File: src/include/mmcpu_defines.svh
`ifndef MMCPU_DEFINES_SVH
`define MMCPU_DEFINES_SVH

// Register, instruction and data word width
`define MMCPU_DATA_WIDTH 8
// Address width on the instruction and data buses
`define MMCPU_ADDR_WIDTH 8

// Opcode sits in the upper nibble, sub-field below it
`define MMCPU_OP_MSB 7
`define MMCPU_OP_LSB 4

`define MMCPU_HALT_OP 4'd15 // Stops fetching

`endif

File: src/logic/mmcpu_pkg.sv
`default_nettype none

`include "mmcpu_defines.svh"

package mmcpu_pkg;

    // One state per instruction step, bus states paired with a wait state
    typedef enum logic [4:0] {
        ST_FETCH1, ST_FETCH1W, ST_FETCH2, ST_FETCH3,
        ST_JMP1, ST_NJMP, ST_JMP2,
        ST_OPND1, ST_OPND1W, ST_OPND2, // Operand word from ROM into AR
        ST_RDMEM1, ST_RDMEM1W, ST_RDMEM2, // Data memory into DR
        ST_COPY, ST_LOAD,
        ST_STORE1, ST_STORE2, ST_STORE3, ST_STORE3W,
        ST_ASSIGN, ST_RESET, ST_MOVE, ST_SET, ST_MUL, ST_ADD, ST_INC,
        ST_HALT
    } stateT;

    typedef enum logic [3:0] {
        NOP = 4'd0, JMP = 4'd1, COPY = 4'd2, LOAD = 4'd3,
        STORE = 4'd4, ASSIGN = 4'd5, RESET = 4'd6, MOVE = 4'd7,
        SET = 4'd8, MUL = 4'd9, ADD = 4'd10, INC = 4'd11,
        HALT = `MMCPU_HALT_OP
    } opcodeT;

    typedef enum logic [1:0] {ALU_NONE, ALU_SET, ALU_ADD, ALU_MUL} aluOpT;

    typedef enum logic [1:0] {CMP_M, CMP_K, CMP_N} cmpSelT; // Same order as JMP sub-field

    typedef enum logic [3:0] {
        MEM, INSTR, AR, DR, RP, RT, M1, M2, C1, C2, C3, AC
    } busSrcT;

    typedef enum logic [1:0] {BUS_IDLE, BUS_READ, BUS_WRITE} busOpT;

    typedef struct packed {
        logic pc, ir, ar, dr;
        logic rp, rt, m1, k1;
        logic n1, m2, k2, n2;
        logic c1, c2, c3, ac;
    } regMaskT;

    typedef struct packed {
        regMaskT wrEn;
        regMaskT incEn;
        regMaskT clrEn;
        busSrcT  busSrc;
        cmpSelT  cmpSel;
        aluOpT   aluOp;
    } ctrlT;

    // Master side of a Wishbone classic port
    typedef struct packed {
        logic                         cyc;
        logic                         stb;
        logic                         we;
        logic [`MMCPU_ADDR_WIDTH-1:0] adr;
        logic [`MMCPU_DATA_WIDTH-1:0] datW;
    } wbReqT;

    typedef struct packed {
        logic                         ack;
        logic [`MMCPU_DATA_WIDTH-1:0] datR;
    } wbRspT;

endpackage

`default_nettype wire

File: src/logic/mmcpu_alu.sv
`timescale 1ns/100ps
`default_nettype none

`include "mmcpu_defines.svh"

module mmcpu_alu (
    input  mmcpu_pkg::ctrlT              ctrl,
    input  logic [`MMCPU_DATA_WIDTH-1:0] busValue,
    input  logic [`MMCPU_DATA_WIDTH-1:0] acc,
    input  logic [`MMCPU_DATA_WIDTH-1:0] cmpA,
    input  logic [`MMCPU_DATA_WIDTH-1:0] cmpB,
    output logic [`MMCPU_DATA_WIDTH-1:0] aluResult,
    output logic                         z
);

    logic [2*`MMCPU_DATA_WIDTH-1:0] product;

    assign product = acc * busValue; // Only the low byte is kept

    always_comb begin
        case (ctrl.aluOp)
            mmcpu_pkg::ALU_SET: aluResult = busValue;
            mmcpu_pkg::ALU_ADD: aluResult = acc + busValue; // Wraps at 8 bits
            mmcpu_pkg::ALU_MUL: aluResult = product[`MMCPU_DATA_WIDTH-1:0];
            default:            aluResult = acc;
        endcase
    end

    // Selected loop pair has met its bound
    assign z = (cmpA == cmpB);

endmodule

`default_nettype wire

File: src/logic/mmcpu_busport.sv
`timescale 1ns/100ps
`default_nettype none

`include "mmcpu_defines.svh"

module mmcpu_busport (
    input  logic                         Clk,
    input  logic                         rst,
    input  mmcpu_pkg::busOpT             op,
    input  logic [`MMCPU_ADDR_WIDTH-1:0] adr,
    input  logic [`MMCPU_DATA_WIDTH-1:0] wrData,
    output mmcpu_pkg::wbReqT             req,
    input  mmcpu_pkg::wbRspT             rsp,
    output logic [`MMCPU_DATA_WIDTH-1:0] rdData,
    output logic                         done
);

    typedef enum logic {PORT_IDLE, PORT_BUSY} portStateT;

    portStateT                    state;
    logic                         weQ;
    logic [`MMCPU_ADDR_WIDTH-1:0] adrQ;
    logic [`MMCPU_DATA_WIDTH-1:0] datQ;

    always_ff @(posedge Clk) begin
        if (rst) begin
            state <= PORT_IDLE;
            done  <= 1'b0;
            weQ   <= 1'b0;
            adrQ  <= '0;
            datQ  <= '0;
        end else begin
            done <= 1'b0;
            case (state)
                PORT_IDLE: begin
                    if (op != mmcpu_pkg::BUS_IDLE) begin
                        state <= PORT_BUSY; // Request held steady from here on
                        weQ   <= (op == mmcpu_pkg::BUS_WRITE);
                        adrQ  <= adr;
                        datQ  <= wrData;
                    end
                end
                PORT_BUSY: begin
                    if (rsp.ack) begin
                        state <= PORT_IDLE;
                        done  <= 1'b1;
                    end
                end
                default: state <= PORT_IDLE;
            endcase
        end
    end

    // Read data stays until the next read completes
    always_ff @(posedge Clk) begin
        if (state == PORT_BUSY && rsp.ack && !weQ) begin
            rdData <= rsp.datR;
        end
    end

    assign req.cyc  = (state == PORT_BUSY);
    assign req.stb  = (state == PORT_BUSY);
    assign req.we   = weQ;
    assign req.adr  = adrQ;
    assign req.datW = datQ;

endmodule

`default_nettype wire

File: src/logic/mmcpu_control.sv
`timescale 1ns/100ps
`default_nettype none

`include "mmcpu_defines.svh"

module mmcpu_control (
    input  logic                         Clk,
    input  logic                         rst,
    input  logic [`MMCPU_DATA_WIDTH-1:0] ir,
    input  logic                         z,
    input  logic                         instrDone,
    input  logic                         dataDone,
    output mmcpu_pkg::ctrlT              ctrl,
    output mmcpu_pkg::busOpT             instrOp,
    output mmcpu_pkg::busOpT             dataOp,
    output logic                         halted
);

    mmcpu_pkg::stateT  state;
    mmcpu_pkg::stateT  nextState;
    mmcpu_pkg::opcodeT opcode;
    logic [`MMCPU_OP_LSB-1:0] sub;

    assign opcode = mmcpu_pkg::opcodeT'(ir[`MMCPU_OP_MSB:`MMCPU_OP_LSB]);
    assign sub    = ir[`MMCPU_OP_LSB-1:0];
    assign halted = (state == mmcpu_pkg::ST_HALT);

    always_ff @(posedge Clk) begin
        if (rst) begin
            state <= mmcpu_pkg::ST_FETCH1;
        end else begin
            state <= nextState;
        end
    end

    always_comb begin
        nextState = mmcpu_pkg::ST_FETCH1; // Single-cycle steps return to fetch
        case (state)
            mmcpu_pkg::ST_FETCH1:  nextState = mmcpu_pkg::ST_FETCH1W;
            mmcpu_pkg::ST_FETCH1W: nextState = instrDone ? mmcpu_pkg::ST_FETCH2 : state;
            mmcpu_pkg::ST_FETCH2:  nextState = mmcpu_pkg::ST_FETCH3;
            mmcpu_pkg::ST_FETCH3: begin
                case (opcode)
                    mmcpu_pkg::JMP:    nextState = mmcpu_pkg::ST_JMP1;
                    mmcpu_pkg::COPY:   nextState = mmcpu_pkg::ST_OPND1;
                    mmcpu_pkg::LOAD:   nextState = mmcpu_pkg::ST_LOAD;
                    mmcpu_pkg::STORE:  nextState = mmcpu_pkg::ST_STORE1;
                    mmcpu_pkg::ASSIGN: nextState = mmcpu_pkg::ST_OPND1;
                    mmcpu_pkg::RESET:  nextState = mmcpu_pkg::ST_RESET;
                    mmcpu_pkg::MOVE:   nextState = mmcpu_pkg::ST_MOVE;
                    mmcpu_pkg::SET:    nextState = mmcpu_pkg::ST_SET;
                    mmcpu_pkg::MUL:    nextState = mmcpu_pkg::ST_MUL;
                    mmcpu_pkg::ADD:    nextState = mmcpu_pkg::ST_ADD;
                    mmcpu_pkg::INC:    nextState = mmcpu_pkg::ST_INC;
                    mmcpu_pkg::HALT:   nextState = mmcpu_pkg::ST_HALT;
                    default:           nextState = mmcpu_pkg::ST_FETCH1; // NOP and unused codes
                endcase
            end
            // Equal pair falls through, otherwise take the target word
            mmcpu_pkg::ST_JMP1:   nextState = z ? mmcpu_pkg::ST_NJMP : mmcpu_pkg::ST_OPND1;
            mmcpu_pkg::ST_OPND1:  nextState = mmcpu_pkg::ST_OPND1W;
            mmcpu_pkg::ST_OPND1W: nextState = instrDone ? mmcpu_pkg::ST_OPND2 : state;
            mmcpu_pkg::ST_OPND2: begin
                if (opcode == mmcpu_pkg::JMP) begin
                    nextState = mmcpu_pkg::ST_JMP2;
                end else if (opcode == mmcpu_pkg::COPY) begin
                    nextState = mmcpu_pkg::ST_RDMEM1;
                end else begin
                    nextState = mmcpu_pkg::ST_ASSIGN;
                end
            end
            mmcpu_pkg::ST_LOAD:    nextState = mmcpu_pkg::ST_RDMEM1;
            mmcpu_pkg::ST_RDMEM1:  nextState = mmcpu_pkg::ST_RDMEM1W;
            mmcpu_pkg::ST_RDMEM1W: nextState = dataDone ? mmcpu_pkg::ST_RDMEM2 : state;
            mmcpu_pkg::ST_RDMEM2: begin
                if (opcode == mmcpu_pkg::COPY) begin
                    nextState = mmcpu_pkg::ST_COPY;
                end
            end
            mmcpu_pkg::ST_STORE1:  nextState = mmcpu_pkg::ST_STORE2;
            mmcpu_pkg::ST_STORE2:  nextState = mmcpu_pkg::ST_STORE3;
            mmcpu_pkg::ST_STORE3:  nextState = mmcpu_pkg::ST_STORE3W;
            mmcpu_pkg::ST_STORE3W: nextState = dataDone ? mmcpu_pkg::ST_FETCH1 : state;
            mmcpu_pkg::ST_HALT:    nextState = mmcpu_pkg::ST_HALT;
            default: ;
        endcase
    end

    // Moore outputs, sub-field picks the register inside a step
    always_comb begin
        ctrl    = '0;
        instrOp = mmcpu_pkg::BUS_IDLE;
        dataOp  = mmcpu_pkg::BUS_IDLE;
        case (state)
            mmcpu_pkg::ST_FETCH1, mmcpu_pkg::ST_OPND1: instrOp = mmcpu_pkg::BUS_READ;
            mmcpu_pkg::ST_FETCH2, mmcpu_pkg::ST_OPND2: begin
                ctrl.busSrc    = mmcpu_pkg::INSTR;
                ctrl.wrEn.ir   = (state == mmcpu_pkg::ST_FETCH2);
                ctrl.wrEn.ar   = (state == mmcpu_pkg::ST_OPND2);
                ctrl.incEn.pc  = 1'b1;
            end
            mmcpu_pkg::ST_JMP1: ctrl.cmpSel = mmcpu_pkg::cmpSelT'(sub[1:0]);
            mmcpu_pkg::ST_NJMP: ctrl.incEn.pc = 1'b1; // Step over the target word
            mmcpu_pkg::ST_JMP2: begin
                ctrl.busSrc  = mmcpu_pkg::AR;
                ctrl.wrEn.pc = 1'b1;
            end
            mmcpu_pkg::ST_RDMEM1: dataOp = mmcpu_pkg::BUS_READ;
            mmcpu_pkg::ST_RDMEM2: begin
                ctrl.busSrc  = mmcpu_pkg::MEM;
                ctrl.wrEn.dr = 1'b1;
            end
            mmcpu_pkg::ST_COPY: begin
                ctrl.busSrc  = mmcpu_pkg::DR;
                ctrl.wrEn.m1 = (sub == 4'd0);
                ctrl.wrEn.k1 = (sub == 4'd1);
                ctrl.wrEn.n1 = (sub == 4'd2);
            end
            mmcpu_pkg::ST_LOAD: begin
                ctrl.busSrc  = (sub == 4'd0) ? mmcpu_pkg::C1 : mmcpu_pkg::C2;
                ctrl.wrEn.ar = 1'b1;
            end
            mmcpu_pkg::ST_STORE1: begin
                ctrl.busSrc  = mmcpu_pkg::RT;
                ctrl.wrEn.dr = 1'b1;
            end
            mmcpu_pkg::ST_STORE2: begin
                ctrl.busSrc  = mmcpu_pkg::C3;
                ctrl.wrEn.ar = 1'b1;
            end
            mmcpu_pkg::ST_STORE3: dataOp = mmcpu_pkg::BUS_WRITE; // AR and DR go out
            mmcpu_pkg::ST_ASSIGN: begin
                ctrl.busSrc  = mmcpu_pkg::AR;
                ctrl.wrEn.c1 = (sub == 4'd0);
                ctrl.wrEn.c2 = (sub == 4'd1);
                ctrl.wrEn.c3 = (sub == 4'd2);
            end
            mmcpu_pkg::ST_RESET: begin
                ctrl.clrEn.rt = (sub == 4'd0);
                ctrl.clrEn.m2 = (sub == 4'd0);
                ctrl.clrEn.ac = (sub == 4'd0);
                ctrl.clrEn.n2 = (sub == 4'd0) || (sub == 4'd1);
                ctrl.clrEn.k2 = (sub == 4'd0) || (sub == 4'd2);
            end
            mmcpu_pkg::ST_MOVE: begin
                ctrl.busSrc  = mmcpu_pkg::AC;
                ctrl.wrEn.rp = (sub == 4'd0);
                ctrl.wrEn.rt = (sub == 4'd1);
                ctrl.wrEn.c1 = (sub == 4'd2);
            end
            mmcpu_pkg::ST_SET: begin
                ctrl.busSrc  = (sub == 4'd0) ? mmcpu_pkg::C1 : mmcpu_pkg::DR;
                ctrl.aluOp   = mmcpu_pkg::ALU_SET;
                ctrl.wrEn.ac = 1'b1;
            end
            mmcpu_pkg::ST_MUL: begin
                ctrl.busSrc  = mmcpu_pkg::RP;
                ctrl.aluOp   = mmcpu_pkg::ALU_MUL;
                ctrl.wrEn.ac = 1'b1;
            end
            mmcpu_pkg::ST_ADD: begin
                if (sub == 4'd0) begin
                    ctrl.busSrc = mmcpu_pkg::RT;
                end else if (sub == 4'd1) begin
                    ctrl.busSrc = mmcpu_pkg::M1;
                end else begin
                    ctrl.busSrc = mmcpu_pkg::M2;
                end
                ctrl.aluOp   = mmcpu_pkg::ALU_ADD;
                ctrl.wrEn.ac = 1'b1;
            end
            mmcpu_pkg::ST_INC: begin
                ctrl.incEn.c2 = (sub == 4'd0);
                ctrl.incEn.c3 = (sub == 4'd1);
                ctrl.incEn.m2 = (sub == 4'd2);
                ctrl.incEn.k2 = (sub == 4'd3);
                ctrl.incEn.n2 = (sub == 4'd4);
            end
            default: ;
        endcase
    end

endmodule

`default_nettype wire

File: src/logic/mmcpu_regfile.sv
`timescale 1ns/100ps
`default_nettype none

`include "mmcpu_defines.svh"

module mmcpu_regfile (
    input  logic                         Clk,
    input  logic                         rst,
    input  mmcpu_pkg::ctrlT              ctrl,
    input  logic [`MMCPU_DATA_WIDTH-1:0] instrData,
    input  logic [`MMCPU_DATA_WIDTH-1:0] memData,
    input  logic [`MMCPU_DATA_WIDTH-1:0] aluResult,
    output logic [`MMCPU_DATA_WIDTH-1:0] ir,
    output logic [`MMCPU_ADDR_WIDTH-1:0] pc,
    output logic [`MMCPU_ADDR_WIDTH-1:0] ar,
    output logic [`MMCPU_DATA_WIDTH-1:0] dr,
    output logic [`MMCPU_DATA_WIDTH-1:0] acc,
    output logic [`MMCPU_DATA_WIDTH-1:0] busValue,
    output logic [`MMCPU_DATA_WIDTH-1:0] cmpA,
    output logic [`MMCPU_DATA_WIDTH-1:0] cmpB
);

    typedef logic [`MMCPU_DATA_WIDTH-1:0] wordT;

    // Field order follows regMaskT
    typedef struct packed {
        wordT pc, ir, ar, dr;
        wordT rp, rt, m1, k1;
        wordT n1, m2, k2, n2;
        wordT c1, c2, c3, ac;
    } regFileT;

    regFileT regs;

    // Clear beats increment, increment beats write
    function automatic wordT nextVal(input logic clr, input logic inc, input logic wr,
                                     input wordT cur, input wordT din);
        if (clr) begin
            return '0;
        end else if (inc) begin
            return cur + 1'b1;
        end else if (wr) begin
            return din;
        end
        return cur;
    endfunction

    always_ff @(posedge Clk) begin
        if (rst) begin
            regs <= '0;
        end else begin
            regs.pc <= nextVal(ctrl.clrEn.pc, ctrl.incEn.pc, ctrl.wrEn.pc, regs.pc, busValue);
            regs.ir <= nextVal(ctrl.clrEn.ir, ctrl.incEn.ir, ctrl.wrEn.ir, regs.ir, busValue);
            regs.ar <= nextVal(ctrl.clrEn.ar, ctrl.incEn.ar, ctrl.wrEn.ar, regs.ar, busValue);
            regs.dr <= nextVal(ctrl.clrEn.dr, ctrl.incEn.dr, ctrl.wrEn.dr, regs.dr, busValue);
            regs.rp <= nextVal(ctrl.clrEn.rp, ctrl.incEn.rp, ctrl.wrEn.rp, regs.rp, busValue);
            regs.rt <= nextVal(ctrl.clrEn.rt, ctrl.incEn.rt, ctrl.wrEn.rt, regs.rt, busValue);
            regs.m1 <= nextVal(ctrl.clrEn.m1, ctrl.incEn.m1, ctrl.wrEn.m1, regs.m1, busValue);
            regs.k1 <= nextVal(ctrl.clrEn.k1, ctrl.incEn.k1, ctrl.wrEn.k1, regs.k1, busValue);
            regs.n1 <= nextVal(ctrl.clrEn.n1, ctrl.incEn.n1, ctrl.wrEn.n1, regs.n1, busValue);
            regs.m2 <= nextVal(ctrl.clrEn.m2, ctrl.incEn.m2, ctrl.wrEn.m2, regs.m2, busValue);
            regs.k2 <= nextVal(ctrl.clrEn.k2, ctrl.incEn.k2, ctrl.wrEn.k2, regs.k2, busValue);
            regs.n2 <= nextVal(ctrl.clrEn.n2, ctrl.incEn.n2, ctrl.wrEn.n2, regs.n2, busValue);
            regs.c1 <= nextVal(ctrl.clrEn.c1, ctrl.incEn.c1, ctrl.wrEn.c1, regs.c1, busValue);
            regs.c2 <= nextVal(ctrl.clrEn.c2, ctrl.incEn.c2, ctrl.wrEn.c2, regs.c2, busValue);
            regs.c3 <= nextVal(ctrl.clrEn.c3, ctrl.incEn.c3, ctrl.wrEn.c3, regs.c3, busValue);
            regs.ac <= nextVal(ctrl.clrEn.ac, ctrl.incEn.ac, ctrl.wrEn.ac, regs.ac, aluResult);
        end
    end

    // Internal bus source
    always_comb begin
        case (ctrl.busSrc)
            mmcpu_pkg::MEM:   busValue = memData;
            mmcpu_pkg::INSTR: busValue = instrData;
            mmcpu_pkg::AR:    busValue = regs.ar;
            mmcpu_pkg::DR:    busValue = regs.dr;
            mmcpu_pkg::RP:    busValue = regs.rp;
            mmcpu_pkg::RT:    busValue = regs.rt;
            mmcpu_pkg::M1:    busValue = regs.m1;
            mmcpu_pkg::M2:    busValue = regs.m2;
            mmcpu_pkg::C1:    busValue = regs.c1;
            mmcpu_pkg::C2:    busValue = regs.c2;
            mmcpu_pkg::C3:    busValue = regs.c3;
            mmcpu_pkg::AC:    busValue = regs.ac;
            default:          busValue = '0;
        endcase
    end

    // Loop bound against loop index
    always_comb begin
        case (ctrl.cmpSel)
            mmcpu_pkg::CMP_K: begin
                cmpA = regs.k1;
                cmpB = regs.k2;
            end
            mmcpu_pkg::CMP_N: begin
                cmpA = regs.n1;
                cmpB = regs.n2;
            end
            default: begin
                cmpA = regs.m1;
                cmpB = regs.m2;
            end
        endcase
    end

    assign ir  = regs.ir;
    assign pc  = regs.pc;
    assign ar  = regs.ar;
    assign dr  = regs.dr;
    assign acc = regs.ac;

endmodule

`default_nettype wire

File: src/logic/mmcpu_top.sv
`timescale 1ns/100ps
`default_nettype none

`include "mmcpu_defines.svh"

module mmcpu_top (
    input  logic              Clk,
    input  logic              rst,
    output mmcpu_pkg::wbReqT  instrReq,
    input  mmcpu_pkg::wbRspT  instrRsp,
    output mmcpu_pkg::wbReqT  dataReq,
    input  mmcpu_pkg::wbRspT  dataRsp,
    output logic              halted
);

    mmcpu_pkg::ctrlT              ctrl;
    mmcpu_pkg::busOpT             instrOp;
    mmcpu_pkg::busOpT             dataOp;
    logic                         z;
    logic                         instrDone;
    logic                         dataDone;
    logic [`MMCPU_DATA_WIDTH-1:0] ir;
    logic [`MMCPU_ADDR_WIDTH-1:0] pc;
    logic [`MMCPU_ADDR_WIDTH-1:0] ar;
    logic [`MMCPU_DATA_WIDTH-1:0] dr;
    logic [`MMCPU_DATA_WIDTH-1:0] acc;
    logic [`MMCPU_DATA_WIDTH-1:0] busValue;
    logic [`MMCPU_DATA_WIDTH-1:0] cmpA;
    logic [`MMCPU_DATA_WIDTH-1:0] cmpB;
    logic [`MMCPU_DATA_WIDTH-1:0] aluResult;
    logic [`MMCPU_DATA_WIDTH-1:0] instrData;
    logic [`MMCPU_DATA_WIDTH-1:0] memData;

    // Port names match the local wires
    mmcpu_control controlInst (.*);
    mmcpu_regfile regfileInst (.*);
    mmcpu_alu     aluInst     (.*);

    // Instruction ROM side, read only
    mmcpu_busport instrPort (
        .Clk    (Clk),
        .rst    (rst),
        .op     (instrOp),
        .adr    (pc),
        .wrData ('0),
        .req    (instrReq),
        .rsp    (instrRsp),
        .rdData (instrData),
        .done   (instrDone)
    );

    mmcpu_busport dataPort (
        .Clk    (Clk),
        .rst    (rst),
        .op     (dataOp),
        .adr    (ar),
        .wrData (dr),
        .req    (dataReq),
        .rsp    (dataRsp),
        .rdData (memData),
        .done   (dataDone)
    );

endmodule

`default_nettype wire

File: config.mk
export PLATFORM = sky130hd
export DESIGN_NAME = mmcpu_top
export DESIGN_NICKNAME = d
export VERILOG_FILES = /design/src/logic/mmcpu_pkg.sv /design/src/logic/mmcpu_alu.sv /design/src/logic/mmcpu_busport.sv /design/src/logic/mmcpu_control.sv /design/src/logic/mmcpu_regfile.sv /design/src/logic/mmcpu_top.sv
export VERILOG_INCLUDE_DIRS = /design/src /design/src/include
export SDC_FILE = /design/constraint.sdc
export NUM_CORES = 1
export LEC_CHECK = 0
export ABC_AREA = 1
export BUFFER_PORTS_ARGS = -buffer_cell sky130_fd_sc_hd__buf_2
export CAP_MARGIN = 30
export CORE_UTILIZATION = 44
export DETAILED_ROUTE_END_ITERATION = 16
export PLACE_DENSITY = 0.65
export SETUP_SLACK_MARGIN = 0.4
export SYNTH_ARGS = -nofsm -noshare
export SYNTH_HDL_FRONTEND = slang
export SYNTH_SLANG_ARGS = --single-unit
File: constraint.sdc
create_clock -name Clk -period 14.6 [get_ports Clk]
set_input_delay 2.92 -clock Clk [delete_from_list [all_inputs] [get_ports Clk]]
set_output_delay 2.92 -clock Clk [all_outputs]
set_load 0.05 [all_outputs]
======== Word level (Yosys, flattened, before mapping) ========
Memories as Yosys holds them, arrays and structs flattened. A register that Yosys moved wholly into a read port is not among the register bits.
Index checks and enable logic that the tools add are counted.
storage, ports and cells
  ROM bits ................................ 80
  bits in registers ....................... 179
  memories ................................ 1
memory list
  name             words  width  read ports  clocked after memory_dff  write ports  line                 text
  (no name shown)  16     5      1           1                         0            mmcpu_control.sv:43  case (opcode)
operators by class
  add/subtract/negate cells ............... 7
  multipliers ............................. 1
  bitwise logic cells ..................... 2
  equal/unequal tests ..................... 56
  reductions and logical operators ........ 26
  muxes and demuxes ....................... 110
operators with widths
  operator             number
  $mux 8               24
  $pmux 8 s12          1
  $pmux 5 s17          1
  $eq 5x5->1 const B   11
  $mux 1               55
  $add 8x1->8 const B  6
  $eq 5x4->1 const B   8
  $pmux 4 s10          1
  $pmux 8 s2           2
  $mux 5               6
  $pmux 8 s3           1
  $eq 4x2->1 const B   5
  $eq 4x3->1 const B   5
  $eq 5x3->1 const B   4
  $mux 4               5
  $eq 4x4->1 const B   4
  $reduce_or 2->1      7
  $eq 4x1->1 const B   3
  $eq 5x2->1 const B   2
  $mux 2               5
  $mux 3               3
  $add 8x8->8          1
  $eq 2x2->1 const B   4
  $eq 8x8->1           1
  other kinds (19)     37

======== Logic depth before layout (Yosys ltp) ========
  depth after elaboration ................. 10
  depth in mapped cells ................... 39
  depth with buffers taken out ............ 38

======== Cells and area by module ========
From an unflattened synthesis, not the netlist that was laid out.
second synthesis, totals
  cells, all modules ...................... 2431
  area, all modules ....................... 15119.5 um^2
modules (own cells, without submodules)
  module         instances  cells an instance  area each (um^2)  sequential area each (um^2)
  mmcpu_regfile  1          1685               10064.7           2562.5
  mmcpu_busport  2          129                1143.6            620.6
  mmcpu_alu      1          265                1620.3            0.0
  mmcpu_control  1          222                1143.6            100.1
  mmcpu_top      1          1                  3.8               0.0

======== Worst setup path before layout ========
OpenSTA, ideal clock, no wires.
  kind .................................... reg2reg
  start ................................... register controlInst.state[4]
  end ..................................... register regfileInst.regs (netlist bit regfileInst.acc[7])
  arrival ................................. 5192 ps
  required time ........................... 14469 ps
  cell stages (with the launch flop) ...... 38
  clock period less this slack ............ 5323 ps
  setup time .............................. 131 ps
  path slack .............................. 9277 ps
  path through ............................ dfxtp_1 > inv_2 > buf_6 > nand3_1 > nor2_2 > nor2_4 > nand3_1 > nor2_4 > nand2_2 > nor2_4 > nand2_1 > nand2_1 > nor2_1 > nand2_2 > clkbuf_1 > ha_1 > inv_1 > fa_1 > [... 2 more ...] > fa_1 > inv_1 > fa_1 > inv_1 > ha_1 > a21oi_1 > nand3b_1 > nand2_1 > inv_1 > nand2_1 > nand2_1 > inv_1 > nand3_1 > nand2_1 > nand2_1 > nand2_1 > nand2_1 > a21oi_2
between the ends
  word-level cells in the longest chain between the ends .. 9
  elaborated cells between the ends (all ways) .. 46
ends and longest elaborated chain
  element                                     line                              text
  start: declaration                          mmcpu_control.sv:19               mmcpu_pkg::stateT state;
  start signal: assignment                    mmcpu_control.sv:30               state <= mmcpu_pkg::ST_FETCH1;
  start signal: assignment                    mmcpu_control.sv:32               state <= nextState;
  $eq 5x3->1 (tied with other cells)          mmcpu_control.sv:94               case (state)
  $reduce_or 2->1, on equally long branches   -
  $pmux 4 s10 *                               mmcpu_control.sv:94
  $eq 4x4->1 (tied with other cells)          mmcpu_regfile.sv:73               case (ctrl.busSrc)
  $pmux 8 s12 *                               mmcpu_regfile.sv:73
  named net aluInst.busValue[3]               mmcpu_alu.sv:8                    input logic [`MMCPU_DATA_WIDTH-1:0] busValue,
  $mul 8x8->8 or $add 8x8->8 (tied branches)  mmcpu_alu.sv:18, mmcpu_alu.sv:23
  $pmux 8 s3 *                                mmcpu_alu.sv:21                   case (ctrl.aluOp)
  $mux 8 *                                    mmcpu_regfile.sv:42               end else if (wr) begin
  $mux 8 *                                    mmcpu_regfile.sv:38               if (clr) begin
  end: declaration                            mmcpu_regfile.sv:33               regFileT regs;
Mark *: on every way through the listed nets, which the timed path passes. The rest lies on a longest branch. The select of a mux whose other input is x is not followed.
A chain may end at the register's enable or synchronous reset.

======== Worst setup path after layout ========
  start ................................... register controlInst.state[4]
  end ..................................... register regfileInst.regs (netlist bit regfileInst.acc[7])
between the ends
  word-level cells in the longest chain between the ends .. 9
  elaborated cells between the ends (all ways) .. 46
ends and longest elaborated chain
  element                                     line
  $eq 5x3->1 (tied with other cells)          mmcpu_control.sv:94
  $reduce_or 2->1, on equally long branches   -
  $pmux 4 s10                                 mmcpu_control.sv:94
  $eq 4x4->1 (tied with other cells)          mmcpu_regfile.sv:73
  $pmux 8 s12                                 mmcpu_regfile.sv:73
  $mul 8x8->8 or $add 8x8->8 (tied branches)  mmcpu_alu.sv:18, mmcpu_alu.sv:23
  $pmux 8 s3                                  mmcpu_alu.sv:21
  $mux 8                                      mmcpu_regfile.sv:42
  $mux 8                                      mmcpu_regfile.sv:38
Parallel ways exist; a longest one is shown, timed or not. The select of a mux whose other input is x is not followed.

==> results.tsv <==
stage	metric	value	unit
place	globalplace.congestion	0.990	
critical_path	cp_top_family	simple AND/OR/NAND/NOR gates	
power_and_ir_drop	sw_frac_of_total	0.373	
synthesis	yosysUniqueCellTypes	56	
synthesis	synthCells	1499	
floorplan	std_cell_rows	56	
critical_path	cp.buffers_inverters	9	
critical_path	cpMostUsedCell	nand2_1	
critical_path	crit_path_top_delay_cell	dfxtp_1	
synthesis	synth_seq_area_share	0.361	
power_and_ir_drop	seqPwrFrac	0.409	
clock_network	cts_buffers	17	
outcome	outcome	finished, final reports clean	
sta	fin_setup_tns	0	ns
power_and_ir_drop	ir_drop	0.0979	mV
sta	fin_skew	0.0146	ns
place	portBuffers	49	
synthesis	synth_ff_type	dfxtp_1	
floorplan	core-area	23500	µm²
critical_path	slowest_delay	0.72	ns
floorplan	chipHeight	157	µm
clock_network	clkTransAtPathRegs	0.08	ns
min_path	min_path_type	register to register	
sta	min_period	6.69	ns
clock_network	cts_tree	built	
critical_path	worstSetupStartpoint	controlInst.state[4]	
critical_path	required	14.89	ns
power_and_ir_drop	pwr_density_cell	117	nW/µm²
routing	drc	0	
critical_path	worst-path-max-fanout	15	
final_layout	nets	1590	
grt	overflow	0	
synthesis	syn_area	10600	µm²
critical_path	worstPathArrival	6.99	ns
floorplan	die_w	157	µm
clock_network	cts_hold_buf	0	
critical_path	worstReg2RegStart	controlInst.state[4]	
sta	slew_headroom	0.363	
clock_network	cts_buffer_depth	2	
grt	grt_max_degree	84	
floorplan	die_area	24700	µm²
critical_path	worstSetupEndpointType	register	
synthesis	synth_warnings	0	
clock_network	clock_latency	0.45	ns
final_layout	fin_cells	1856	
final_layout	syn_to_final_growth	9.91	%
critical_path	path_class	register to register	
synthesis	synth_top_cell_by_area	dfxtp_1	
synthesis	synth_edf_count	16	
sta	timing.fmax	0.149	GHz
sta	worstMarginPinSlew	0.955	ns
clock_network	clkSinkCount	183	
sta	finalHoldViolations	0	
synthesis	synthDominantCellAreaShare	0.316	
floorplan	num_io_pins	59	
grt	grt_pass1_vias	8980	
grt	grt_util_all_layers	0.267	
sta	finalCritPeriodShare	0.458	
synthesis	synthTopCellsByArea	dfxtp_1 32%, nand2_1 10%, inv_1 8.6%, a21oi_1 6.2%, o21ai_0 5.6%	
critical_path	reg2regPathDepth	36	
routing	via_per_inst	5.34	
critical_path	critPathLaunchType	register	
power_and_ir_drop	power.leakage	5.27	nW
min_path	min_from	regfileInst.regs[47]	
power_and_ir_drop	p_int	0.856	mW
critical_path	r2r_end	regfileInst.acc[7]	
routing	ant_nets	0	
sta	slew_viol_final	0	
routing	vias	9902	
power_and_ir_drop	clockPowerShare	0.348	
place	dp_hpwl	23.4	mm
routing	dr.pass1.iters	6	
clock_network	htreeDepth	4	
critical_path	r2r_setup_slack	7.91	ns
synthesis	synthArstFlopShare	0	
min_path	hold_end	regfileInst.regs[47]	
final_layout	num-fill-cells	2428	
sta	setup_violations	0	
synthesis	synth.avg_cell_area	7.06	µm²
place	dp_cells	1824	
clock_network	cts_resized	0	
sta	rsz0062_at_grt	false	
min_path	holdPathStages	1	
run	maxCapViolCount	0	
final_layout	antenna_cells	0	
floorplan	initial_core_util	0.450	
grt	grt_pass1_wl	49.8	mm
power_and_ir_drop	power.switching	0.508	mW
routing	drt_iter0_drc	912	
synthesis	ys_ff_latch	183	
final_layout	final_layout_size_suffix_gt1_frac	0.100	
clock_network	cts_setup_buffers	0	
grt	antenna_found_initial	0	
power_and_ir_drop	combPwrFrac	0.243	
routing	finalWirelength	31.6	mm
clock_network	cts-root-buf	clkbuf_16	
routing	avgRoutedWirePerCell	17.0	µm
worst max-delay path by stage:
stage	to	slack, ns	cells after the start
after floorplan	regfileInst.acc[7]	9.28	37
after global placement	regfileInst.acc[7]	8.26	34
after detailed placement	regfileInst.acc[7]	8.05	34
after CTS	regfileInst.acc[7]	8.05	36
after global routing	regfileInst.acc[7]	7.39	36
final	regfileInst.acc[7]	7.91	36
metrics by stage:
stage,worst slack (ns),utilization,power [mW],hold slack (ns),area [µm²]
floorplan,9.28,-,0.805,0.422,10600
global placement,8.26,0.467,0.894,0.442,11000
detailed placement,8.05,0.468,0.896,0.437,11000
CTS,8.05,0.494,1.36,0.456,11600
global route,7.39,0.494,1.42,0.495,11600
finish,7.91,0.494,1.36,0.459,11600
area by class of cell:
type	instances	area, µm²	area share
multi-input combinational	1011	5540	0.476
sequential	183	3820	0.329
inverter	256	966	0.0830
clock buffer	18	429	0.0369
tap	319	399	0.0343
timing repair buffer	55	299	0.0257
clock inverter	14	178	0.0153
Yosys cell counts, types with 4 or more instances:
cell type and instances:
a211oi_1 4, a21oi_1 131, a22oi_1 5, a31oi_1 18, buf_4 16, clkbuf_1 38, dfxtp_1 167, edfxtp_1 16
fa_1 13, ha_1 33, inv_1 243, inv_2 9, nand2_1 289, nand2_2 14, nand2_4 4, nand3_1 56
nand3_2 4, nand3b_1 7, nand4_1 32, nor2_1 128, nor2_2 10, nor2_4 8, nor3_1 22, nor4_1 5
o211ai_1 17, o21ai_0 118, o21ai_1 5, o22ai_1 19, or2_2 4, xnor2_1 8, xor2_1 16
state kept, by name (all words and copies together), names as in the netlist, named ones only:
signal and count:
regfileInst.regs 88, dataPort.adrQ 8, dataPort.datQ 8, dataPort.rdData 8
instrPort.adrQ 8, instrPort.rdData 8, regfileInst.acc 8, regfileInst.ar 8
regfileInst.dr 8, regfileInst.ir 8, regfileInst.pc 8, controlInst.state 5
dataPort.done 1, dataPort.state 1, dataPort.weQ 1, instrPort.done 1
instrPort.state 1
layout by cell type (no fill, tap or decap), drive strengths merged, types with 13 or more instances in the layout:
cell	n
nand2	307
inv	260
dfxtp	167
nor2	147
a21oi	132
o21ai	126
nand3	63
buf	55
ha	33
nand4	33
nor3	24
o22ai	19
a31oi	18
clkbuf	18
o211ai	17
xor2	16
edfxtp	16
fa	13
power groups by stage:
stage | Combinational, mW | Sequential (mW) | Clock, mW
floorplan | 0.204 | 0.601 | 0
global placement | 0.324 | 0.570 | 0
detailed placement | 0.326 | 0.570 | 0
CTS | 0.326 | 0.559 | 0.480
global route | 0.362 | 0.562 | 0.499
finish | 0.331 | 0.558 | 0.474
per-layer routing:
metal	wire length (µm)	vias to the layer above	track usage
met2	14100	377	0.421
li1	-	4920	-
met3	2470	67	0.0573
met1	14200	4538	0.361
met4	763	0	0.0865
met5	0	-	0
cell families (layout without fill, tap and decap cells):
logic type               Yosys count  in the layout  share of synthesized area
buffers and inverters            313            343                      0.119
multiplexers                       2              2                    0.00201
other                              1              9                   0.000354
XOR/XNOR                          24             24                     0.0199
AND/OR/NAND/NOR                  592            592                      0.257
AO/OA/AOI/OAI                    338            338                      0.177
adder cells (fa/ha/maj)           46             46                     0.0636
flip-flops                       183            183                      0.361
Note: power is estimated with default switching activity, not from simulation.
